[config.mk]
export PLATFORM = sky130hd
export DESIGN_NAME = periph_gpio
export DESIGN_NICKNAME = d
export VERILOG_FILES = /design/src/verilog/soc_pkg.sv /design/src/verilog/periph_gpio.sv
export VERILOG_INCLUDE_DIRS = /design/src /design/src/verilog
export SDC_FILE = /design/constraint.sdc
export NUM_CORES = 1
export LEC_CHECK = 0
export BUFFER_PORTS_ARGS = -buffer_cell sky130_fd_sc_hd__buf_2
export CAP_MARGIN = 10
export CORE_ASPECT_RATIO = 1.75
export CORE_UTILIZATION = 44
export CTS_CLUSTER_SIZE = 10
export DETAILED_ROUTE_END_ITERATION = 16
export PLACE_DENSITY = 0.94
export SKIP_CTS_REPAIR_TIMING = 1
export SYNTH_ARGS = -nofsm -noshare
export SYNTH_HDL_FRONTEND = slang
export SYNTH_SLANG_ARGS = --single-unit
[constraint.sdc]
create_clock -name clk_sys_i -period 1.7 [get_ports clk_sys_i]
set_clock_uncertainty 0.05 [all_clocks]
set_input_delay 0.255 -clock clk_sys_i [delete_from_list [all_inputs] [get_ports clk_sys_i]]
set_output_delay 0.255 -clock clk_sys_i [all_outputs]
set_load 0.02 [all_outputs]
[src/verilog/soc_params.svh]
`ifndef SOC_PARAMS_SVH
`define SOC_PARAMS_SVH

// Bus widths.
`define SOC_ADDR_W 32
`define SOC_DATA_W 32
`define SOC_BE_W 4

// RAM depth in words.
`define SOC_RAM_WORDS 256

// GPIO widths.
`define SOC_GPI_W 8
`define SOC_GPO_W 16

// Base address and mask of each device.
`define SOC_RAM_BASE 32'h0000_0000
`define SOC_RAM_MASK 32'h0000_03FF
`define SOC_GPIO_BASE 32'h8000_0000
`define SOC_GPIO_MASK 32'h0000_00FF
`define SOC_TIMER_BASE 32'h8000_1000
`define SOC_TIMER_MASK 32'h0000_00FF

// Register offsets inside a device window.
`define SOC_GPIO_OUT_OFS 32'h0
`define SOC_GPIO_IN_OFS 32'h4
`define SOC_TIMER_MTIME_OFS 32'h0
`define SOC_TIMER_CMP_OFS 32'h4

`endif
[src/verilog/soc_pkg.sv]
`default_nettype none

`include "soc_params.svh"

package soc_pkg;

  // Vector types.
  typedef logic [`SOC_ADDR_W-1:0] addr_t;
  typedef logic [`SOC_DATA_W-1:0] data_t;
  typedef logic [`SOC_BE_W-1:0]   be_t;
  typedef logic [`SOC_GPI_W-1:0]  gpi_t;
  typedef logic [`SOC_GPO_W-1:0]  gpo_t;

  // Request from the host side.
  typedef struct packed {
    addr_t addr;
    logic  we;
    be_t   be;
    data_t wdata;
  } bus_req_t;

  // Response channel payload.
  typedef struct packed {
    data_t rdata;
    logic  err;
  } bus_rsp_t;

  // What each device hands back.
  typedef struct packed {
    logic  rvalid;
    data_t rdata;
  } dev_rsp_t;

  // One-hot device select.
  typedef struct packed {
    logic ram;
    logic gpio;
    logic timer;
    logic none;
  } dev_strobe_t;

  typedef enum logic [1:0] {
    ST_IDLE,
    ST_ACCESS,
    ST_WAIT
  } port_state_e;

  // Replace the enabled bytes of old_d with those of new_d.
  function automatic data_t be_merge(data_t old_d, data_t new_d, be_t be);
    data_t res;
    res = old_d;
    for (int i = 0; i < `SOC_BE_W; i++) begin
      if (be[i]) begin
        res[8*i +: 8] = new_d[8*i +: 8];
      end
    end
    return res;
  endfunction

endpackage

`default_nettype wire

[src/verilog/periph_gpio.sv]
`timescale 1ns/100ps
`default_nettype none

`include "soc_params.svh"

module periph_gpio import soc_pkg::*; (
  input  wire logic     clk_sys_i,
  input  wire logic     rst_n_i,
  input  wire bus_req_t req_i,
  input  wire logic     strobe_i,
  output dev_rsp_t      rsp_o,
  input  wire gpi_t     gp_i,
  output gpo_t          gp_o
);

  gpo_t  gpo_q;
  gpi_t  gpi_meta;
  gpi_t  gpi_sync;
  addr_t ofs;
  data_t rdata_d;
  logic  rvalid_q;
  data_t rdata_q;

  assign ofs  = req_i.addr & addr_t'(`SOC_GPIO_MASK);
  assign gp_o = gpo_q;

  // Read mux by register offset.
  always_comb begin
    rdata_d = '0;
    if (ofs == addr_t'(`SOC_GPIO_OUT_OFS)) begin
      rdata_d = data_t'(gpo_q);
    end else if (ofs == addr_t'(`SOC_GPIO_IN_OFS)) begin
      rdata_d = data_t'(gpi_sync);
    end
  end

  always_ff @(posedge clk_sys_i or negedge rst_n_i) begin
    if (!rst_n_i) begin
      gpo_q    <= '0;
      gpi_meta <= '0;
      gpi_sync <= '0;
      rvalid_q <= 1'b0;
    end else begin
      // Two-flop synchronizer on the pins.
      gpi_meta <= gp_i;
      gpi_sync <= gpi_meta;
      rvalid_q <= strobe_i;
      if (strobe_i && req_i.we && ofs == addr_t'(`SOC_GPIO_OUT_OFS)) begin
        // Only the low half word exists.
        gpo_q <= gpo_t'(be_merge(data_t'(gpo_q), req_i.wdata, req_i.be & be_t'(2'b11)));
      end
    end
  end

  always_ff @(posedge clk_sys_i) begin
    if (strobe_i) begin
      rdata_q <= req_i.we ? '0 : rdata_d;
    end
  end

  assign rsp_o = '{rvalid: rvalid_q, rdata: rdata_q};

endmodule

`default_nettype wire

==> flow_metrics.env <==
export IMPL_outcome="complete, no violations"
export IMPL_final_common_cell="buf_2"
export IMPL_die_h_um=88.9
export IMPL_drive_gt1_frac=0.513
export IMPL_cts_root_buffer="clkbuf_8"
export IMPL_tritoncts="built"
export IMPL_syn2layout_area_growth_pct=25.0
export IMPL_clockBufferDepth=2
export IMPL_worst_r2r_path_depth=2
export IMPL_hpwl_um=2410
export IMPL_slew_headroom=0.533
export IMPL_clock_sinks=49
export IMPL_holdPathStages=1
export IMPL_htree_num_levels=2
export IMPL_min_period_ns=1.34
export IMPL_grt_pass1_wl_um=4720
export IMPL_finalSetupViolCount=0
export IMPL_end_kind="register"
export IMPL_critical_path_class="in -> reg"
export IMPL_final_cell_mix="buf_2 (70), dfrtp_1 (33), conb_1 (16), edfxtp_1 (16), mux2_2 (15)"
export IMPL_max_freq_mhz=744
export IMPL_grt_max_degree=34
export IMPL_yosys_warnings=0
export IMPL_leakage_nw=1.22
export IMPL_layout_nets=274
export IMPL_via_per_inst=4.46
export IMPL_grt_setup_unrepaired="no"
export IMPL_dpl_instance_area_sq_um=2250
export IMPL_overflow=0
export IMPL_slowest_stage="nor4_4"
export IMPL_cap_violations=0
export IMPL_netlist_cell_type_count=14
export IMPL_cp_arrival_ns=1.46
export IMPL_final_core_util=0.573
export IMPL_start_kind="primary input"
export IMPL_grt_use_total=0.145
export IMPL_antenna_found_initial=0
export IMPL_pin_count=129
export IMPL_min_delay_start="gp_i[2]"
export IMPL_fp_dieArea_sq_um=4600
export IMPL_core_area_sq_um=4150
export IMPL_dpl_cell_count=234
export IMPL_p_per_area_nw_per_um2=941
export IMPL_post_route_cell_area_sq_um=2380
export IMPL_synth_area_per_cell_sq_um=16.4
export IMPL_hold_path_class="in -> reg"
export IMPL_cpLargestDelayFamily="simple AND/OR/NAND/NOR gates"
export IMPL_timing_rr_start="gp_o[6]"
export IMPL_path_buf_inv=1
export IMPL_via_count=1088
export IMPL_drc=0
export IMPL_antenna_cells=0
export IMPL_worst_pin_slew_ns=0.700
export IMPL_port_buffers=70
export IMPL_dieWidth_um=51.7
export IMPL_post_route_period_util=0.790
export IMPL_synth_area_sq_um=1900
export IMPL_hold_end="gpi_meta[2]"
export IMPL_clk_latency_ns=0.29
export IMPL_yosysSeqAreaShare=0.687
export IMPL_r2r_slack_ns=0.80
export IMPL_gp_congestion=0.726
export IMPL_ys_ff_latch=49
export IMPL_final_cells=244
export IMPL_placementRows=31
export IMPL_post_drt_wl_per_cell_um=12.4
export IMPL_worst_ep_required_time_ns=1.82
export IMPL_initial_core_util=0.458
export IMPL_p_total_mw=2.23
export IMPL_wirelength_um=3040
export IMPL_drtAntennaViolNets=0
export IMPL_r2r_end="rdata_q[6]"
export IMPL_finalMaxSlewViolations=0
export IMPL_drtIter0Drc=4
export IMPL_grt_pass1_vias=1040
export IMPL_tns_ns=0
export IMPL_dr_pass1_iters=4
export IMPL_finalHoldViolations=0
export IMPL_cp_max_fo=8
export IMPL_ir_drop_mv=0.773
export IMPL_syn_inst=116
export IMPL_cpPeakStageDelay_ns=0.45
export IMPL_clk_pin_slew_worst_paths_ns=0.08
export IMPL_crit_chain="buf_2 -> nor4_4 -> nand4_4 -> mux2_2"
export IMPL_numCtsBuffers=5
export IMPL_cp_depth=4
kinds of logic after synthesis:
logic type / count (synthesis) / share of synthesized area
other: 1 / 0.00197
buffers and inverters: 18 / 0.0711
DFF: 49 / 0.687
and+or+nand+nor: 24 / 0.101
muxes: 24 / 0.139
how the worst max path moves through the flow:
stage	end	from
after detailed placement	gp_o[6]	req_i[42]
final	gp_o[2]	req_i[42]
after CTS	gp_o[2]	req_i[42]
after global routing	gp_o[2]	req_i[42]
after global placement	gp_o[6]	req_i[42]
after floorplan	gp_o[6]	req_i[39]
registers in the layout (all words and copies together), names as in the netlist:
signal    count
gp_o         16
rdata_q      16
gpi_meta      8
gpi_sync      8
rvalid_q      1
report_power, final:
group,leakage [nW],internal (mW),switching [mW]
combinational,0.585,0.0658,0.121
clock,0.0552,0.436,0.344
sequential,0.584,1.26,0.0116
total,1.22,1.76,0.477
layout make-up:
class / instances / area, sq um
timing repair buffer: 74 / 385
clock inverter: 2 / 35.0
sequential: 49 / 1310
multi-input combinational: 64 / 515
fill: 359 / 1770
tap: 49 / 61.3
clock buffer: 6 / 72.6
Yosys cell counts (all sizes together):
cell    count  share of area
and2        9          0.030
and3b       1         0.0053
buf        18          0.071
conb        1         0.0020
dfrtp      33           0.43
edfxtp     16           0.25
mux2       16          0.097
mux2i       8          0.042
nand2       1         0.0020
nand4       2          0.022
nor2        8          0.016
nor4        3          0.026
metal layers:
metal	vias up	GRT usage	part of all wire
met5	-	0	0
met4	0	0.0663	0.018
met3	5	0.0527	0.070
met2	53	0.246	0.55
met1	508	0.162	0.36
li1	522	-	-
metrics by stage:
step | hold slack [ns] | setup WS (ns)
floorplan | -0.0906 | 0.298
global placement | 0.282 | 0.0481
detailed placement | 0.285 | 0.0207
CTS | -0.0269 | 0.333
global route | 0.00563 | 0.272
finish | 0.0166 | 0.356
(Power assumes the default switching activity.)
