===== src/verilog/soc_params.svh =====
`ifndef SOC_PARAMS_SVH
`define SOC_PARAMS_SVH

// Bus widths.
`define SOC_ADDR_W 32
`define SOC_DATA_W 32
`define SOC_BE_W 4

// RAM depth in words.
`define SOC_RAM_WORDS 256

// GPIO widths.
`define SOC_GPI_W 8
`define SOC_GPO_W 16

// Base address and mask of each device.
`define SOC_RAM_BASE 32'h0000_0000
`define SOC_RAM_MASK 32'h0000_03FF
`define SOC_GPIO_BASE 32'h8000_0000
`define SOC_GPIO_MASK 32'h0000_00FF
`define SOC_TIMER_BASE 32'h8000_1000
`define SOC_TIMER_MASK 32'h0000_00FF

// Register offsets inside a device window.
`define SOC_GPIO_OUT_OFS 32'h0
`define SOC_GPIO_IN_OFS 32'h4
`define SOC_TIMER_MTIME_OFS 32'h0
`define SOC_TIMER_CMP_OFS 32'h4

`endif

===== src/verilog/soc_pkg.sv =====
`default_nettype none

`include "soc_params.svh"

package soc_pkg;

  // Vector types.
  typedef logic [`SOC_ADDR_W-1:0] addr_t;
  typedef logic [`SOC_DATA_W-1:0] data_t;
  typedef logic [`SOC_BE_W-1:0]   be_t;
  typedef logic [`SOC_GPI_W-1:0]  gpi_t;
  typedef logic [`SOC_GPO_W-1:0]  gpo_t;

  // Request from the host side.
  typedef struct packed {
    addr_t addr;
    logic  we;
    be_t   be;
    data_t wdata;
  } bus_req_t;

  // Response channel payload.
  typedef struct packed {
    data_t rdata;
    logic  err;
  } bus_rsp_t;

  // What each device hands back.
  typedef struct packed {
    logic  rvalid;
    data_t rdata;
  } dev_rsp_t;

  // One-hot device select.
  typedef struct packed {
    logic ram;
    logic gpio;
    logic timer;
    logic none;
  } dev_strobe_t;

  typedef enum logic [1:0] {
    ST_IDLE,
    ST_ACCESS,
    ST_WAIT
  } port_state_e;

  // Replace the enabled bytes of old_d with those of new_d.
  function automatic data_t be_merge(data_t old_d, data_t new_d, be_t be);
    data_t res;
    res = old_d;
    for (int i = 0; i < `SOC_BE_W; i++) begin
      if (be[i]) begin
        res[8*i +: 8] = new_d[8*i +: 8];
      end
    end
    return res;
  endfunction

endpackage

`default_nettype wire


===== src/verilog/bus_rsp_port.sv =====
`timescale 1ns/100ps
`default_nettype none

module bus_rsp_port import soc_pkg::*; (
  input  wire logic     clk_sys_i,
  input  wire logic     rst_n_i,
  input  wire dev_rsp_t ram_rsp_i,
  input  wire dev_rsp_t gpio_rsp_i,
  input  wire dev_rsp_t timer_rsp_i,
  input  wire logic     decode_err_i,
  output logic          rsp_done_o,
  output logic          rsp_valid_o,
  input  wire logic     rsp_ready_i,
  output bus_rsp_t      rsp_o
);

  logic  any_valid;
  data_t rdata_d;

  assign any_valid = ram_rsp_i.rvalid | gpio_rsp_i.rvalid | timer_rsp_i.rvalid | decode_err_i;

  // At most one source is valid at a time.
  always_comb begin
    rdata_d = '0;
    if (ram_rsp_i.rvalid) begin
      rdata_d = rdata_d | ram_rsp_i.rdata;
    end
    if (gpio_rsp_i.rvalid) begin
      rdata_d = rdata_d | gpio_rsp_i.rdata;
    end
    if (timer_rsp_i.rvalid) begin
      rdata_d = rdata_d | timer_rsp_i.rdata;
    end
  end

  always_ff @(posedge clk_sys_i or negedge rst_n_i) begin
    if (!rst_n_i) begin
      rsp_valid_o <= 1'b0;
      rsp_done_o  <= 1'b0;
    end else begin
      rsp_done_o <= rsp_valid_o & rsp_ready_i;
      if (any_valid) begin
        rsp_valid_o <= 1'b1;
      end else if (rsp_ready_i) begin
        rsp_valid_o <= 1'b0;
      end
    end
  end

  // Holding register stays stable until the handshake.
  always_ff @(posedge clk_sys_i) begin
    if (any_valid) begin
      rsp_o <= '{rdata: decode_err_i ? '0 : rdata_d, err: decode_err_i};
    end
  end

endmodule

`default_nettype wire


===== config.mk =====
export PLATFORM = sky130hd
export DESIGN_NAME = bus_rsp_port
export DESIGN_NICKNAME = d
export VERILOG_FILES = /design/src/verilog/soc_pkg.sv /design/src/verilog/bus_rsp_port.sv
export VERILOG_INCLUDE_DIRS = /design/src /design/src/verilog
export SDC_FILE = /design/constraint.sdc
export NUM_CORES = 1
export LEC_CHECK = 0
export BUFFER_PORTS_ARGS = -buffer_cell sky130_fd_sc_hd__buf_2
export CORE_ASPECT_RATIO = 1.1
export CORE_MARGIN = 2
export CORE_UTILIZATION = 37
export DETAILED_ROUTE_END_ITERATION = 10
export PLACE_DENSITY = 0.79
export SLEW_MARGIN = 5
export SYNTH_ARGS = -nofsm -noshare
export SYNTH_HDL_FRONTEND = slang
export SYNTH_SLANG_ARGS = --single-unit
export TNS_END_PERCENT = 50

===== constraint.sdc =====
create_clock -name clk_sys_i -period 1 [get_ports clk_sys_i]
set_clock_uncertainty 0.1 [all_clocks]
set_input_delay 0.05 -clock clk_sys_i [delete_from_list [all_inputs] [get_ports clk_sys_i]]
set_output_delay 0.05 -clock clk_sys_i [all_outputs]
set_load 0.1 [all_outputs]

==> results of run 1 <==
==> cell type report <==
| type | count | area share [%] |
|---|---|---|
| repair buffers | 148 | 44.2 |
| inverters | 1 | 0.126 |
| multi-input cells | 67 | 15.6 |
| well taps | 52 | 2.19 |
| clock buffers | 7 | 2.57 |
| clock inverters | 1 | 0.168 |
| flip-flops and latches | 35 | 35.1 |
==> cells in the mapped netlist <==
library cell / n / area share [%]
dfrtp_1: 2 / 3.2
clkbuf_1: 12 / 2.9
and2_1: 1 / 0.40
clkbuf_2: 1 / 0.32
or4_4: 1 / 0.72
nor2_1: 32 / 7.7
a222oi_1: 32 / 20
buf_1: 1 / 0.24
edfxtp_1: 33 / 63
inv_1: 1 / 0.24
buf_2: 1 / 0.32
a21o_1: 1 / 0.48
==> sequential cells by signal (all words and copies together), names as in the netlist <==
name	cells
rsp_done_o	1
rsp_o	33
rsp_valid_o	1
==> per-stage QoR <==
stage | std cells | utilization, %
3_5_place_dp | 300 | 71.1
5_1_grt | 311 | 73.9
3_3_place_gp | 300 | 71.1
6_report | 311 | 73.9
2_1_floorplan | 118 | -
4_1_cts | 311 | 73.9
==> what timing repair did <==
item                                    CTS  global route
endpoints found under the hold margin    16             1
endpoints found under the setup margin   36            36
pin swaps                                 1             0
==> worst paths after layout <==
path / to / slack [ns] / depth (start not counted)
min in group asynchronous: rsp_done_o / 0.52 / 3
setup / recovery: rsp_valid_o / -0.10 / 1
max in group asynchronous: rsp_valid_o / 0.13 / 3
hold reg to reg: rsp_done_o / 0.49 / 1
hold / removal: rsp_o[31] / -0.01 / 3
setup reg to reg: rsp_valid_o / 0.10 / 1
==> cell usage in the layout, fill, tap and decap left out <==
cell type and count:
buf_12 36, dfrtp_1 1, and2_1 1, or4_4 1, clkinv_2 1, buf_2 102
a222oi_1 32, dlygate4sd3_1 3, inv_1 1, dfrtp_4 1, nor2_1 32, clkbuf_8 5
a21o_1 1, buf_4 7, clkbuf_1 2, edfxtp_1 33
==> cell families (layout without fill, tap and decap cells) <==
kind of cell	Yosys count	in the layout	synth area share, %
flip-flops	35	35	66.3
buffers and inverters	16	157	3.99
AO/OA/AOI/OAI	33	33	20.9
AND/OR/NAND/NOR	34	34	8.77
==> per-layer routing <==
| metal | routed length, um | track usage, % | vias up |
|---|---|---|---|
| met2 | 2880 | 42.7 | 132 |
| met3 | 551 | 7.29 | 14 |
| met5 | 0 | 0 | - |
| met4 | 146 | 10.9 | 0 |
| met1 | 1740 | 23.5 | 825 |
| li1 | - | - | 783 |
==> report_power, final <==
part | switching [uW] | internal [uW] | leakage, uW | total (uW)
sequential | 106 | 1760 | 0.000390 | 1870
clock | 462 | 488 | 0.0000422 | 950
combinational | 1250 | 746 | 0.000924 | 2000
==> out/results.ini, run 1 <==
[global_route]
globalRouteOverflowTotal = 0
grt_antenna_before_repair = 0
grt_usage_pct = 23.2
grt_pass1_vias = 1743
grt_pass1_wl_mm = 8.22
grt_max_degree = 34

[timing]
slew_headroom_pct = 74.6
whs_ns = -0.0131
finalCritPeriodShare_pct = 110
hold_violations = 5
grt_setup_unrepaired = true
fin_ws_ns = -0.102
final.setup.tns_ns = -1.19
finalSetupViolations = 35
period_minus_slack_ns = 1.10
fmax_mhz = 908
drv_slew = 0
worst_pin_slew_ns = 0.381

[placed_design]
place_area_sq_um = 2860
io_buffer_count = 137
hpwlAfterDp_mm = 4.07
post-place-ws_ns = -0.312
gp_congestion = 0.818

[logic_synthesis]
yosysWarnings = 0
synth_area_sq_um = 1570
netlist_instances = 118
synth_seq_cells = 35
avgSynthCellArea_sq_um = 13.3
synth_nets = 221
ys_seq_area_share_pct = 66.3
synth_cell_types = 12

[critical_path]
crit_type = reg2out
arrival_ns = 0.95
start_kind = flop
cpPeakStageDelay_ns = 0.50
worstSetupStartpoint = rsp_valid_o
endpoint_kind = primary output
cp_slowest_cell = dfrtp_4
path_buf_inv = 1
required_ns = 0.85
cp_top_family = flip-flops
worst-path-max-fanout = 3
r2r_start = rsp_valid_o
path_cells = buf_12

[finish]
multi_input_area_sq_um = 465
nFillCells = 279
regArea_sq_um = 1040
n_antenna_cell = 0
nNetsFinal = 361
design_area_sq_um = 2970
area_growth_pct = 89.6
drive_gt1_share_pct = 59.1

[floorplanning]
rows = 24
start_util_pct = 39.0
core_sq_um = 4020
die_y_um = 72.3
die_x_um = 66.1
dieArea_sq_um = 4780
ios = 138

[pwr]
power_density_nw_per_um2 = 1620
power_uw = 4810
leakagePower_uw = 0.00136
ir_drop_v = 0.000940

[cts]
cts_num_sinks = 35
clk_path_buf_depth = 2
post-cts-setup-buffers = 0
cts-resized-gates = 0
clk_pin_slew_worst_paths_ns = 0.07
h-tree-depth = 2
tritoncts = done
root_buffer = clkbuf_8
cts_buffers = 5
ctsHoldBuffers = 3
clock_latency_ns = 0.28

[drt]
initialDrtViolationCount = 195
first_pass_iters = 8
ant_nets = 0
drt-wirelength-per-cell_um = 17.1
drt_drc_violations_left = 0
drt_wl_total_mm = 5.32
vias = 1754
viasPerCell = 5.64

[status]
status = finished, violations left
violations = negative hold slack, negative setup slack

[min_path]
min_from = gpio_rsp_i[30]
hp-class = in2reg

[flow_run]
drv_cap = 0

(Power assumes the default switching activity.)
==> inputs of run 2 (changes only) <==
CORE_ASPECT_RATIO = unset   (was 1.1)
CTS_BUF_LIST = sky130_fd_sc_hd__clkbuf_16   (was unset)
SKIP_LAST_GASP = 1   (was unset)
==> out/results.ini, run 2 (synthesis results as in run 1) <==
[finish]
area_growth_pct = 94.3
n_antenna_cell = 0  ; unchanged
fin_util_pct = 75.7  ; +1.8 points
mostFrequentLayoutCells = 102 x buf_2, 38 x buf_12, 33 x edfxtp_1
drive_gt1_share_pct = 58.9  ; -0.16 points
max_flop_register = rsp_o
nNetsFinal = 360  ; -0.28%
largest_register_ffs = 33  ; unchanged
nFillCells = 268  ; -3.9%
final_cells = 308  ; -0.96%
final_common_cell = buf_2
largestRegisters = rsp_o (33), rsp_done_o (1), rsp_valid_o (1)

[timing]
period_minus_slack_ns = 1.08  ; -0.0206 ns
grt_setup_unrepaired = true
hold_violations = 1  ; -4
worst_pin_slew_ns = 0.421  ; +0.0402 ns
fmax_mhz = 925  ; +1.9%
final.setup.tns_ns = -1.16  ; +0.0255 ns
finalCritPeriodShare_pct = 108  ; -2.1 points
fin_ws_ns = -0.0811  ; +0.0206 ns
slew_headroom_pct = 71.9  ; -2.7 points
finalSetupViolations = 68  ; +94%
drv_slew = 0  ; unchanged
whs_ns = -0.000593  ; +0.0125 ns

[critical_path]
start_kind = flop
cp.depth = 1  ; unchanged
arrival_ns = 0.93  ; -0.02 ns
cpPeakStageDelay_ns = 0.49  ; about the same
cp_slowest_cell = dfrtp_4
worst-path-max-fanout = 2  ; -1
timing.rr.end = rsp_valid_o
required_ns = 0.85  ; about the same
path_cells = buf_12
path_buf_inv = 1  ; unchanged
endpoint_kind = primary output
crit_type = reg2out
reg2reg_depth = 2  ; +1
cp_top_family = flip-flops
r2r_start = rsp_valid_o
rrSetupSlack_ns = 0  ; -0.10 ns

[global_route]
globalRouteOverflowTotal = 0  ; unchanged
grt_pass1_vias = 1736  ; -0.40%
grt_antenna_before_repair = 0  ; unchanged
grt_max_degree = 35  ; +2.9%
grt_usage_pct = 23.1  ; -0.15 points
grt_pass1_wl_mm = 8.53  ; +3.7%

[drt]
ant_nets = 0  ; unchanged
viasPerCell = 5.57  ; -1.2%
initialDrtViolationCount = 180  ; -7.7%
drt-wirelength-per-cell_um = 17.5  ; +2.3%
drt_drc_violations_left = 0  ; unchanged
first_pass_iters = 6  ; -2
vias = 1716  ; -2.2%
drt_wl_total_mm = 5.39  ; +1.4%

[cts]
root_buffer = clkbuf_16
cts_num_sinks = 35  ; unchanged
clock_latency_ns = 0.27  ; about the same
clk_path_buf_depth = 2  ; unchanged
tritoncts = done
cts_buffers = 5  ; unchanged
h-tree-depth = 2  ; unchanged
clk_pin_slew_worst_paths_ns = 0.05  ; -0.02 ns

[floorplanning]
die_y_um = 69.1  ; -4.4%
core_sq_um = 4030  ; +0.12%
dieArea_sq_um = 4780  ; about the same
die_x_um = 69.1  ; +4.6%
start_util_pct = 38.9  ; -0.048 points
ios = 138  ; unchanged
rows = 23  ; -4.2%

[status]
status = finished, violations left
violations = negative hold slack, negative setup slack

[pwr]
power_density_nw_per_um2 = 1730  ; +7.1%
pwr-share-comb_pct = 37.9  ; -3.6 points
p_clk_share_pct = 26.8  ; +7.1 points
ir_drop_v = 0.000924  ; -1.7%
p_sw_share_pct = 35.4  ; -2.4 points
p_switching_uw = 1870  ; +2.8%
p_int_uw = 3410  ; +14%
leakagePower_uw = 0.00139  ; +2.6%
power_frac_seq_pct = 35.3  ; -3.5 points

[flow_run]
drv_cap = 0  ; unchanged

[min_path]
hp-class = in2reg
hold-path-endpoint = rsp_o[13]
min_from = timer_rsp_i[12]
whs_path_depth = 3  ; unchanged

[placed_design]
hpwlAfterDp_mm = 3.90  ; -4.2%
place_inst = 296  ; -1.3%
gp_congestion = 0.787  ; -3.8%
io_buffer_count = 137  ; unchanged

==> run 2: changes by cell type in the layout (fill, tap and decap cells not counted), moves of 2 or more <==
cell	change
clkbuf_16	+5
clkbuf_8	-5
buf_4	-4
buf_12	+2
clkbuf_1	-2
==> run 2: cell type report <==
cell class                      instances  area (sq um)  area share [%]
Clock buffer                            5           125            4.10
Clock inverter                          3          12.5           0.410
Inverter                                1          3.75           0.123
Multi-Input combinational cell         67           465            15.3
Sequential cell                        35          1040            34.3
Tap cell                               50          62.6            2.05
Timing Repair Buffer                  147          1340            43.8
==> run 2: metrics by stage <==
step                setup WS (ns)  hold slack [ns]  power, uW  cell area, sq um
floorplan                  -0.299           -0.346       3010              1590
global placement           -0.280           -0.263       3850              2850
detailed placement         -0.301           -0.261       3880              2850
CTS                       -0.0883         -0.00545       5310              3020
global route              -0.0983          0.00779       5460              3050
finish                    -0.0811        -0.000593       5290              3050
==> run 2: worst max path at each step <==
stage / start / endpoint / slack [ns]
5_1_grt: rsp_valid_o / rsp_valid_o / -0.1
4_1_cts: rsp_valid_o / rsp_valid_o / -0.09
3_3_place_gp: ram_rsp_i[32] / rsp_valid_o / -0.28
6_report: rsp_valid_o / rsp_valid_o / -0.08
3_5_place_dp: ram_rsp_i[32] / rsp_valid_o / -0.30
2_1_floorplan: gpio_rsp_i[32] / rsp_valid_o / -0.30
==> run 2: power groups by stage <==
| stage | logic, uW | registers [uW] | clock network (uW) |
|---|---|---|---|
| finish | 2000 | 1870 | 1410 |
| global route | 2070 | 1880 | 1510 |
| CTS | 1990 | 1870 | 1450 |
| detailed placement | 1980 | 1900 | 0 |
| global placement | 1960 | 1890 | 0 |
| floorplan | 214 | 2790 | 0 |
==> run 2: metal layers <==
| layer | GRT usage [%] | up-vias | part of all wire [%] |
|---|---|---|---|
| li1 | - | 781 | - |
| met1 | 23.4 | 793 | 34 |
| met2 | 41.1 | 128 | 52 |
| met3 | 8.04 | 14 | 10 |
| met4 | 12.4 | 0 | 3.5 |
| met5 | 0 | - | 0 |
==> run 2: what timing repair did <==
item	4_1_cts	5_1_grt
pin swaps	0	1
hold endpoints to repair	6	0
hold buffers	3	0
endpoints found under the setup margin	35	64
resized for setup	0	7
buffers inserted	1	0
