**src/verilog/soc_params.svh**
```systemverilog
`ifndef SOC_PARAMS_SVH
`define SOC_PARAMS_SVH

// Bus widths.
`define SOC_ADDR_W 32
`define SOC_DATA_W 32
`define SOC_BE_W 4

// RAM depth in words.
`define SOC_RAM_WORDS 256

// GPIO widths.
`define SOC_GPI_W 8
`define SOC_GPO_W 16

// Base address and mask of each device.
`define SOC_RAM_BASE 32'h0000_0000
`define SOC_RAM_MASK 32'h0000_03FF
`define SOC_GPIO_BASE 32'h8000_0000
`define SOC_GPIO_MASK 32'h0000_00FF
`define SOC_TIMER_BASE 32'h8000_1000
`define SOC_TIMER_MASK 32'h0000_00FF

// Register offsets inside a device window.
`define SOC_GPIO_OUT_OFS 32'h0
`define SOC_GPIO_IN_OFS 32'h4
`define SOC_TIMER_MTIME_OFS 32'h0
`define SOC_TIMER_CMP_OFS 32'h4

`endif
```
**src/verilog/soc_pkg.sv**
```systemverilog
`default_nettype none

`include "soc_params.svh"

package soc_pkg;

  // Vector types.
  typedef logic [`SOC_ADDR_W-1:0] addr_t;
  typedef logic [`SOC_DATA_W-1:0] data_t;
  typedef logic [`SOC_BE_W-1:0]   be_t;
  typedef logic [`SOC_GPI_W-1:0]  gpi_t;
  typedef logic [`SOC_GPO_W-1:0]  gpo_t;

  // Request from the host side.
  typedef struct packed {
    addr_t addr;
    logic  we;
    be_t   be;
    data_t wdata;
  } bus_req_t;

  // Response channel payload.
  typedef struct packed {
    data_t rdata;
    logic  err;
  } bus_rsp_t;

  // What each device hands back.
  typedef struct packed {
    logic  rvalid;
    data_t rdata;
  } dev_rsp_t;

  // One-hot device select.
  typedef struct packed {
    logic ram;
    logic gpio;
    logic timer;
    logic none;
  } dev_strobe_t;

  typedef enum logic [1:0] {
    ST_IDLE,
    ST_ACCESS,
    ST_WAIT
  } port_state_e;

  // Replace the enabled bytes of old_d with those of new_d.
  function automatic data_t be_merge(data_t old_d, data_t new_d, be_t be);
    data_t res;
    res = old_d;
    for (int i = 0; i < `SOC_BE_W; i++) begin
      if (be[i]) begin
        res[8*i +: 8] = new_d[8*i +: 8];
      end
    end
    return res;
  endfunction

endpackage

`default_nettype wire

```
**src/verilog/periph_timer.sv**
```systemverilog
`timescale 1ns/100ps
`default_nettype none

`include "soc_params.svh"

module periph_timer import soc_pkg::*; (
  input  wire logic     clk_sys_i,
  input  wire logic     rst_n_i,
  input  wire bus_req_t req_i,
  input  wire logic     strobe_i,
  output dev_rsp_t      rsp_o,
  output logic          timer_irq_o
);

  data_t mtime_q;
  data_t mtimecmp_q;
  addr_t ofs;
  logic  wr_mtime;
  logic  wr_cmp;
  data_t rdata_d;
  logic  rvalid_q;
  data_t rdata_q;

  assign ofs      = req_i.addr & addr_t'(`SOC_TIMER_MASK);
  assign wr_mtime = strobe_i & req_i.we & (ofs == addr_t'(`SOC_TIMER_MTIME_OFS));
  assign wr_cmp   = strobe_i & req_i.we & (ofs == addr_t'(`SOC_TIMER_CMP_OFS));

  always_comb begin
    rdata_d = '0;
    if (ofs == addr_t'(`SOC_TIMER_MTIME_OFS)) begin
      rdata_d = mtime_q;
    end else if (ofs == addr_t'(`SOC_TIMER_CMP_OFS)) begin
      rdata_d = mtimecmp_q;
    end
  end

  ////////////////////
  // Counter and compare
  ////////////////////

  always_ff @(posedge clk_sys_i or negedge rst_n_i) begin
    if (!rst_n_i) begin
      mtime_q     <= '0;
      mtimecmp_q  <= '1;
      timer_irq_o <= 1'b0;
      rvalid_q    <= 1'b0;
    end else begin
      // A bus write wins over the increment.
      if (wr_mtime) begin
        mtime_q <= be_merge(mtime_q, req_i.wdata, req_i.be);
      end else begin
        mtime_q <= mtime_q + data_t'(1);
      end
      if (wr_cmp) begin
        mtimecmp_q <= be_merge(mtimecmp_q, req_i.wdata, req_i.be);
      end
      // Level interrupt.
      timer_irq_o <= (mtime_q >= mtimecmp_q);
      rvalid_q    <= strobe_i;
    end
  end

  always_ff @(posedge clk_sys_i) begin
    if (strobe_i) begin
      rdata_q <= req_i.we ? '0 : rdata_d;
    end
  end

  assign rsp_o = '{rvalid: rvalid_q, rdata: rdata_q};

endmodule

`default_nettype wire

```
**config.mk**
```make
export PLATFORM = sky130hd
export DESIGN_NAME = periph_timer
export DESIGN_NICKNAME = d
export VERILOG_FILES = /design/src/verilog/soc_pkg.sv /design/src/verilog/periph_timer.sv
export VERILOG_INCLUDE_DIRS = /design/src /design/src/verilog
export SDC_FILE = /design/constraint.sdc
export NUM_CORES = 1
export LEC_CHECK = 0
export BUFFER_PORTS_ARGS = -buffer_cell sky130_fd_sc_hd__buf_2
export CELL_PAD_IN_SITES_DETAIL_PLACEMENT = 1
export CELL_PAD_IN_SITES_GLOBAL_PLACEMENT = 2
export CORE_UTILIZATION = 35
export CTS_CLUSTER_SIZE = 24
export DETAILED_ROUTE_END_ITERATION = 12
export PLACE_DENSITY = 0.87
export SYNTH_ARGS = -nofsm -noshare
export SYNTH_HDL_FRONTEND = slang
export SYNTH_SLANG_ARGS = --single-unit
```
**constraint.sdc**
```tcl
create_clock -name clk_sys_i -period 2.7 [get_ports clk_sys_i]
set_clock_uncertainty 0.1 [all_clocks]
set_input_delay 0.405 -clock clk_sys_i [delete_from_list [all_inputs] [get_ports clk_sys_i]]
set_output_delay 0.405 -clock clk_sys_i [all_outputs]
set_load 0.02 [all_outputs]
```
==> metrics.cfg, run 1 <==
[synthesis]
syn-cell-area_um2 = 5450
synth_flop_cell = dfrtp_1
synthDistinctLibCells = 59
synth_enable_flop_cells = 32
avgSynthCellArea_um2 = 10.5
yosysSeqAreaShare_pct = 48.7
yosys.area_share.simple_pct = 17.2
async_reset_ff_share_pct = 67.3
ys_warn_count = 0
synth_top_family_by_area = simple AND/OR/NAND/NOR gates
synthXorXnorAreaFrac_pct = 0
synth_mux_area_share_pct = 6.80
synthCells = 520
synthAdderAreaFrac_pct = 7.58
ys_seq_elements = 98
synth_nets = 625
synth-compound-area-share_pct = 15.7

[route]
initialDrtViolationCount = 192
wirelength_mm = 15.4
avgViaCountPerCell = 5.64
route.detailed.drc = 0
vias = 4522
ant_nets = 0
first_pass_iters = 4
avgRoutedWirePerCell_um = 19.2

[die]
fp.dieH_um = 127
rows = 45
initial_core_util_pct = 35.8
die_x_um = 127
coreArea_um2 = 15200
dieArea_um2 = 16100
ios = 106

[clocking]
cts_made_buffers = 9
post_cts_resized = 0
clockBufferDepth = 2
cts_max_level = 3
clkTransAtPathRegs_ps = 70
cts_tree = done
cts-root-buf = clkbuf_16
cts.sinks = 98
clk-insertion-delay-late_ps = 350

[global_route]
track_usage_pct = 20.6
first_global_vias = 4754
grt_max_degree = 67
antenna_found_initial = 0
grt_pass1_wl_mm = 25.2
overflow = 0

[sta]
setup_viol = 0
rsz0062_at_grt = false
hold_violations = 0
slew_viol_final = 0
min_period_ps = 2490
finalCritPeriodShare_pct = 92.1
max_freq_ghz = 0.402
relSlewSlack_pct = 60.3
worstMarginPinSlew_ps = 581
final.setup.tns_ps = 0

[flow_run]
max_cap_violations = 0

[pwr]
ir_drop_mv = 0.310
design_power_total_w = 0.00365
p_seq_share_pct = 49.8
p_int_w = 0.00261
power.share.clock_pct = 36.1
switchingPower_w = 0.00104
power_switching_share_pct = 28.6
p_leak_nw = 2.69
combPwrFrac_pct = 14.0
p_per_area_nw_per_um2 = 564

[worst_setup_path]
arrival_ps = 2660
crit_path_start = mtimecmp_q[14]
rr_startpoint = mtimecmp_q[14]
crit_path_end = timer_irq_o
r2r_slack_ps = 210
required_ps = 2880
r2r_end = timer_irq_o
worst_setup_path_start_kind = flip-flop
endpoint_kind = flip-flop
crit_fanout = 3
worstSetupPathType = flip-flop to flip-flop
reg2reg_depth = 8

[layout]
layout_common_cells = 81 x buf_2, 63 x nor2_1, 37 x inv_1, 34 x dfrtp_1
antenna_cells = 0
area_delta_synth_final_pct = 19.0
design_area_um2 = 6480
final_common_cell = buf_2
instances_no_fill = 802
nNetsFinal = 714
drive_above_1_share_pct = 32.2

[place]
post_dp_cell_area_um2 = 6170
io_buffers = 81
place_congestion = 0.791
dp_cells = 785
hpwl_mm = 10.9

[hold_path]
hold_path.class = input port to flip-flop
min-delay-start = req_i[29]

[run_status]
status = finished, final reports clean

[cells by family (layout without fill, tap and decap cells)]
group                      count (synthesis)  count (layout)
and+or+nand+nor                          176             176
AOI/OAI and AO/OA                        124             124
DFF                                       98              98
buffers and inverters                     56             150
adders and majority gates                 33              33
muxes                                     33              33
[metal layers]
| metal | GRT usage [%] | wire [um] | vias to the layer above |
|---|---|---|---|
| li1 | - | - | 2129 |
| met4 | 8.89 | 317 | 0 |
| met1 | 27.2 | 7120 | 2258 |
| met3 | 2.45 | 563 | 23 |
| met5 | 0 | 0 | - |
| met2 | 34.1 | 7400 | 112 |
[power by group through the flow]
| stage | combinational, W | sequential [W] | clock, W |
|---|---|---|---|
| floorplan | 0.000308 | 0.00181 | 0 |
| global placement | 0.000487 | 0.00184 | 0 |
| detailed placement | 0.000512 | 0.00184 | 0 |
| CTS | 0.000523 | 0.00182 | 0.00135 |
| global route | 0.000590 | 0.00184 | 0.00141 |
| finish | 0.000513 | 0.00182 | 0.00132 |
[synth_stat cells (2+ instances only)]
master     count  share of area (%)
nor2_1        65                4.5
inv_1         37                2.5
dfrtp_1       34                 16
a21oi_1       33                3.0
ha_1          33                7.6
a22oi_1       32                4.4
dfstp_2       32                 15
edfxtp_1      32                 18
mux2_2        31                6.4
nand2_1       22                1.5
nand3_1       20                1.8
nand4_1       18                2.1
clkbuf_1      13               0.90
o21ai_0       13                1.2
and4_1         8                1.3
and3_1         7               0.80
nor3_1         7               0.64
o22ai_1        7               0.80
a21o_1         6               0.83
a211oi_1       5               0.69
a311oi_1       4               0.64
and2_1         4               0.46
buf_2          4               0.37
nand2_2        4               0.46
nand2b_1       4               0.46
o221a_2        4               0.83
a2111oi_0      3               0.48
a211o_1        2               0.32
and4_2         2               0.37
buf_4          2               0.28
o21ba_2        2               0.37
o32ai_1        2               0.32
or2_2          2               0.23
[stage by stage]
stage,hold slack [ps],util (%),setup slack (ps)
after floorplan,9.41,-,654
final,196,42.6,214
after CTS,191,42.6,190
after global placement,362,40.6,195
after detailed placement,365,40.6,196
after global routing,205,42.6,35.2
[area by class of cell]
| cell class | count | area, um2 |
|---|---|---|
| well taps | 188 | 235 |
| clock inverters | 4 | 51.3 |
| flip-flops and latches | 98 | 2650 |
| multi-input cells | 366 | 2580 |
| repair buffers | 97 | 578 |
| inverters | 37 | 139 |
| clock buffers | 12 | 246 |
| fillers | 1700 | 8720 |
[flip-flops by register name, summed over array words and instances, names as in the netlist]
signal and cells:
mtime_q 32, mtimecmp_q 32, rdata_q 32, rvalid_q 1
timer_irq_o 1
[worst min path at each step]
stage | endpoint | slack (ps) | cells after the start
detailed placement | mtime_q[18] | 360 | 2
finish | mtimecmp_q[29] | 200 | 2
global placement | mtime_q[19] | 360 | 2
global route | mtimecmp_q[29] | 200 | 2
floorplan | mtime_q[0] | 9 | 0
CTS | mtimecmp_q[29] | 190 | 2
[critical path: stages, from the launching register on]
cell       delay, ps
dfstp_2          540
inv_1             40
ha_1             300
nand4_1          160
or2_2            350
a2111oi_0        480
nor4b_1          130
buf_4            160
o21ai_0          150
[timing repair]
item | CTS | global route
hold buffers | 1 | 0
endpoints found under the setup margin | 0 | 0
buffers inserted | 0 | 0
hold endpoints to repair | 34 | 0
Power figures use the tool's default switching activity.
==> run 2: changes to the inputs <==
Settings changed: ABC_AREA from default to 1, CORE_UTILIZATION 35 to 32.
==> metrics.cfg, run 2 <==
[worst_setup_path]
arrival_ps = 2230
worst_setup_path_start_kind = flip-flop
required_ps = 2840
worstSetupPathType = flip-flop to flip-flop
crit_fanout = 5
endpoint_kind = flip-flop

[run_status]
violations = design-rule violations
status = finished, violations left

[pwr]
power_switching_share_pct = 29.3
p_per_area_nw_per_um2 = 551
power.share.clock_pct = 36.6
p_leak_nw = 3.37
switchingPower_w = 0.00112
p_int_w = 0.00270
combPwrFrac_pct = 16.5
ir_drop_mv = 0.256
p_seq_share_pct = 46.9

[layout]
largest_registers = mtime_q x32, mtimecmp_q x32, rdata_q x32
multi_input_area_um2 = 2950
seqCellArea_um2 = 2650
fillers = 2248
area_delta_synth_final_pct = 16.0
final_common_cell = nand2_1
antenna_cells = 0
nNetsFinal = 963
layout_common_cells = 311 x nand2_1, 81 x buf_2, 62 x inv_1, 56 x a21oi_1
drive_above_1_share_pct = 17.0

[synthesis]
avgSynthCellArea_um2 = 7.58
ys_seq_elements = 98
synth_flop_cell = dfrtp_1
synth_enable_flop_cells = 32
synth_commonest_cells = 311 x nand2_1, 62 x inv_1, 56 x a21oi_1
ys_warn_count = 0
yosysTopAreaCell = nand2_1
synth_nets = 892
synth_top_cell_area_share_pct = 19.6
async_reset_ff_share_pct = 67.3
synthDistinctLibCells = 34
synthCells = 787
synth.most_common_cell = nand2_1
yosysSeqAreaShare_pct = 44.5
syn-cell-area_um2 = 5960
synth.area.top_cells = nand2_1 20%, edfxtp_1 16%, dfrtp_1 14%

[place]
hpwl_mm = 12.3
place_congestion = 0.797
io_buffers = 81

[clocking]
cts_max_level = 3
clk-insertion-delay-late_ps = 350
clockBufferDepth = 2
hold_buffers = 0
cts_tree = done
post_cts_buffers = 0
cts_made_buffers = 9
cts-root-buf = clkbuf_16
cts.sinks = 98
clkTransAtPathRegs_ps = 70
post_cts_resized = 0

[sta]
setup_viol = 0
max_freq_ghz = 0.479
worstMarginPinSlew_ps = 727
relSlewSlack_pct = 51.5
slew_viol_final = 0
hold_violations = 0
finalCritPeriodShare_pct = 77.3
hold_ws_ps = 15.4
min_period_ps = 2090
final.setup.tns_ps = 0
rsz0062_at_grt = false

[route]
wirelength_mm = 16.9
first_pass_iters = 8
vias = 5344
avgViaCountPerCell = 4.89
initialDrtViolationCount = 185
ant_nets = 0
route.detailed.drc = 4
avgRoutedWirePerCell_um = 15.5

[hold_path]
hold_path.class = input port to asynchronous set/reset pin

[global_route]
track_usage_pct = 18.5
first_global_vias = 5604
grt_max_degree = 62
grt_pass1_wl_mm = 28.2
overflow = 0
antenna_found_initial = 0

[die]
fp.dieH_um = 139
rows = 49
initial_core_util_pct = 33.0
dieArea_um2 = 19200
coreArea_um2 = 18100
die_x_um = 139
ios = 106

[flow_run]
max_cap_violations = 0

-- run 2: area by class of cell --
class,instances,area share [%]
clock buffers,11,3.36
clock inverters,5,1.14
inverters,62,3.36
multi-input cells,599,42.7
flip-flops and latches,98,38.3
well taps,229,4.14
repair buffers,88,6.98
-- run 2: power groups by stage --
stage	Combinational (W)	Clock, W	Sequential (W)
2_1_floorplan	0.000400	0	0.00180
3_3_place_gp	0.000619	0	0.00182
3_5_place_dp	0.000635	0	0.00182
4_1_cts	0.000642	0.00143	0.00179
5_1_grt	0.000720	0.00147	0.00181
6_report	0.000628	0.00140	0.00179
-- run 2: routing by layer --
| layer | up-vias | global-route usage [%] | part of all wire, % |
|---|---|---|---|
| met5 | - | 0 | 0 |
| met4 | 0 | 7.04 | 2.0 |
| met3 | 14 | 2.36 | 2.5 |
| met2 | 57 | 32.2 | 48 |
| met1 | 2589 | 23.3 | 47 |
| li1 | 2684 | - | - |
-- run 2: stage by stage --
step / total power, W / utilization, % / instance area [um2] / std cells / setup slack [ps]
finish: 0.00381 / 38.2 / 6920 / 1092 / 613
global route: 0.00401 / 38.2 / 6920 / 1092 / 390
CTS: 0.00387 / 38.2 / 6920 / 1092 / 616
detailed placement: 0.00245 / 36.5 / 6610 / 1076 / 496
global placement: 0.00244 / 36.5 / 6610 / 1076 / 557
floorplan: 0.00220 / - / 5960 / 787 / 1000
-- run 2: cell families after synthesis --
| group | share of synthesized area (%) |
|---|---|
| and+or+nand+nor | 31.7 |
| AOI/OAI and AO/OA | 9.10 |
| DFF | 44.5 |
| buffers and inverters | 6.04 |
| adders and majority gates | 6.92 |
| xor gates and xnor gates | 1.76 |
-- run 2: worst max-delay path, cell delays in order, from the launching register on --
cell and delay, ps:
dfrtp_1 440, ha_1 220, nand3_1 160, inv_1 100
nand2_1 150, nor2_1 430, nand3_1 140, nand2_1 100
nand2_1 50, nand2_1 60, nand2_1 40
-- run 2: final timing paths --
| check | startpoint | end | slack (ps) | depth (start not counted) |
|---|---|---|---|---|
| worst min register to register | mtimecmp_q[0] | mtimecmp_q[0] | 400 | 2 |
| worst max-delay path | mtime_q[1] | mtime_q[18] | 610 | 10 |
| worst min-delay path | rst_n_i | mtime_q[19] | 20 | 1 |
| worst max register to register | mtime_q[1] | mtime_q[18] | 610 | 10 |
| min in group clk_sys_i | req_i[31] | mtimecmp_q[31] | 180 | 3 |
| max in group asynchronous | rst_n_i | mtimecmp_q[1] | 1740 | 2 |
==> run 3: changes to the inputs <==
Clock period 2.7 ns to 2.1 ns, I/O delays scaled along.
==> metrics.cfg, run 3 (synthesized netlist as in run 2, its figures left out) <==
[pwr]
ir_drop_mv = 0.348
p_leak_nw = 3.42
design_power_total_w = 0.00483
p_per_area_nw_per_um2 = 689

[worst_setup_path]
endpoint_kind = flip-flop
required_ps = 2250
worstSetupPathType = flip-flop to flip-flop
worst_setup_path_start_kind = flip-flop
crit_fanout = 5
cpMostUsedCell = nand2_1
critPathMaxStageDelay_ps = 420
crit_chain = ha_1 -> nand3_1 -> inv_1 -> nand2_1 -> nor2_1 -> xnor2_1 -> nand2_1 -> nand2_1 -> nand2_1
r2r_slack_ps = 190
arrival_ps = 2060
slowest_stage = dfrtp_1

[global_route]
grt_max_degree = 67
first_global_vias = 5667
antenna_found_initial = 0
track_usage_pct = 18.6
grt_pass1_wl_mm = 28.4
overflow = 0

[route]
ant_nets = 0
vias = 5411
avgRoutedWirePerCell_um = 15.4
wirelength_met1_mm = 7.89
top_layer = met4
route.detailed.drc = 4
avgViaCountPerCell = 4.91
wl_met2_mm = 8.44
initialDrtViolationCount = 215
dr_wl_met3_um = 494
wirelength_mm = 17.0
first_pass_iters = 8

[run_status]
status = finished, violations left
violations = design-rule violations

[die]
initial_core_util_pct = 33.0
ios = 106
rows = 49
dieArea_um2 = 19200
fp.dieH_um = 139
die_x_um = 139
coreArea_um2 = 18100

[sta]
rsz0062_at_grt = false
min_period_ps = 1910
slew_viol_final = 0
final.setup.tns_ps = 0
finalCritPeriodShare_pct = 90.9
hold_ws_ps = 69.8
max_freq_ghz = 0.524
setup_viol = 0
worstMarginPinSlew_ps = 480
relSlewSlack_pct = 68.0
hold_violations = 0

[layout]
antenna_cells = 0
nNetsFinal = 974
largest_registers = mtime_q x32, mtimecmp_q x32, rdata_q x32
drive_above_1_share_pct = 18.1
area_delta_synth_final_pct = 17.5
final_common_cell = nand2_1
instances_no_fill = 1103
fillers = 2208
layout_common_cells = 311 x nand2_1, 81 x buf_2, 62 x inv_1, 56 x a21oi_1, 53 x nand3_1

[clocking]
clockBufferDepth = 2
cts-root-buf = clkbuf_16
clkTransAtPathRegs_ps = 70
cts.sinks = 98
cts_made_buffers = 9
cts_max_level = 3
clk-insertion-delay-late_ps = 360
cts_tree = done

[place]
dp_cells = 1086
place_congestion = 0.784
hpwl_mm = 12.3
io_buffers = 81

[hold_path]
hold_path.class = input port to flip-flop

[flow_run]
max_cap_violations = 0

==> run 3: changes by cell type in the layout (fill, tap and decap cells not counted), sizes merged <==
cell and delta:
dlygate4sd3 +1, clkinv +2, clkbuf -1, buf +10
bufinv -1
==> run 3: final timing paths <==
path | from | end | cells after the start
hold reg to reg | mtimecmp_q[4] | mtimecmp_q[4] | 2
hold / removal | req_i[22] | mtimecmp_q[22] | 3
min in group asynchronous | rst_n_i | timer_irq_o | 3
setup reg to reg | mtime_q[0] | mtime_q[12] | 9
setup / recovery | mtime_q[0] | mtime_q[12] | 9
max in group asynchronous | rst_n_i | mtimecmp_q[1] | 3
==> run 3: area by class of cell <==
| cell class | count | area, um2 | share of cell area (%) |
|---|---|---|---|
| Multi-Input combinational cell | 599 | 2950 | 42.2 |
| Inverter | 62 | 233 | 3.32 |
| Clock inverter | 6 | 57.6 | 0.822 |
| Sequential cell | 98 | 2650 | 37.9 |
| Clock buffer | 10 | 229 | 3.27 |
| Timing Repair Buffer | 99 | 593 | 8.47 |
| Tap cell | 229 | 287 | 4.09 |
==> run 3: per-layer routing <==
metal	up-vias	track usage, %
met4	0	6.03
met1	2626	23.7
li1	2709	-
met3	10	2.22
met5	-	0
met2	66	32.8
==> run 3: where the power goes <==
group | internal, W | total, W | leakage [nW] | switching [W]
clock network | 0.000915 | 0.00168 | 0.134 | 0.000763
logic | 0.000340 | 0.000873 | 2.27 | 0.000532
registers | 0.00211 | 0.00228 | 1.02 | 0.000161
==> run 3: metrics by stage <==
stage | cell area [um2] | util (%) | setup WS, ps
final | 7010 | 38.7 | 191
after global routing | 7010 | 38.7 | 24.0
after CTS | 7000 | 38.7 | 149
after detailed placement | 6710 | 37.1 | 168
after global placement | 6710 | 37.1 | 201
after floorplan | 5960 | - | 478
==> run 3: what timing repair did <==
action | in CTS | in global routing
endpoints found under the setup margin | 0 | 2
hold endpoints to repair | 34 | 0
hold buffers | 1 | 0
gates resized for setup | 0 | 1
setup buffers | 0 | 0
==> run 3: worst max-delay path: cells and delay by family, from the launching register on <==
kind	cells	cell delay, ps
fa+ha+maj	1	200
simple gates	6	830
flops	1	420
buf+inv	1	90
xor+xnor	1	170
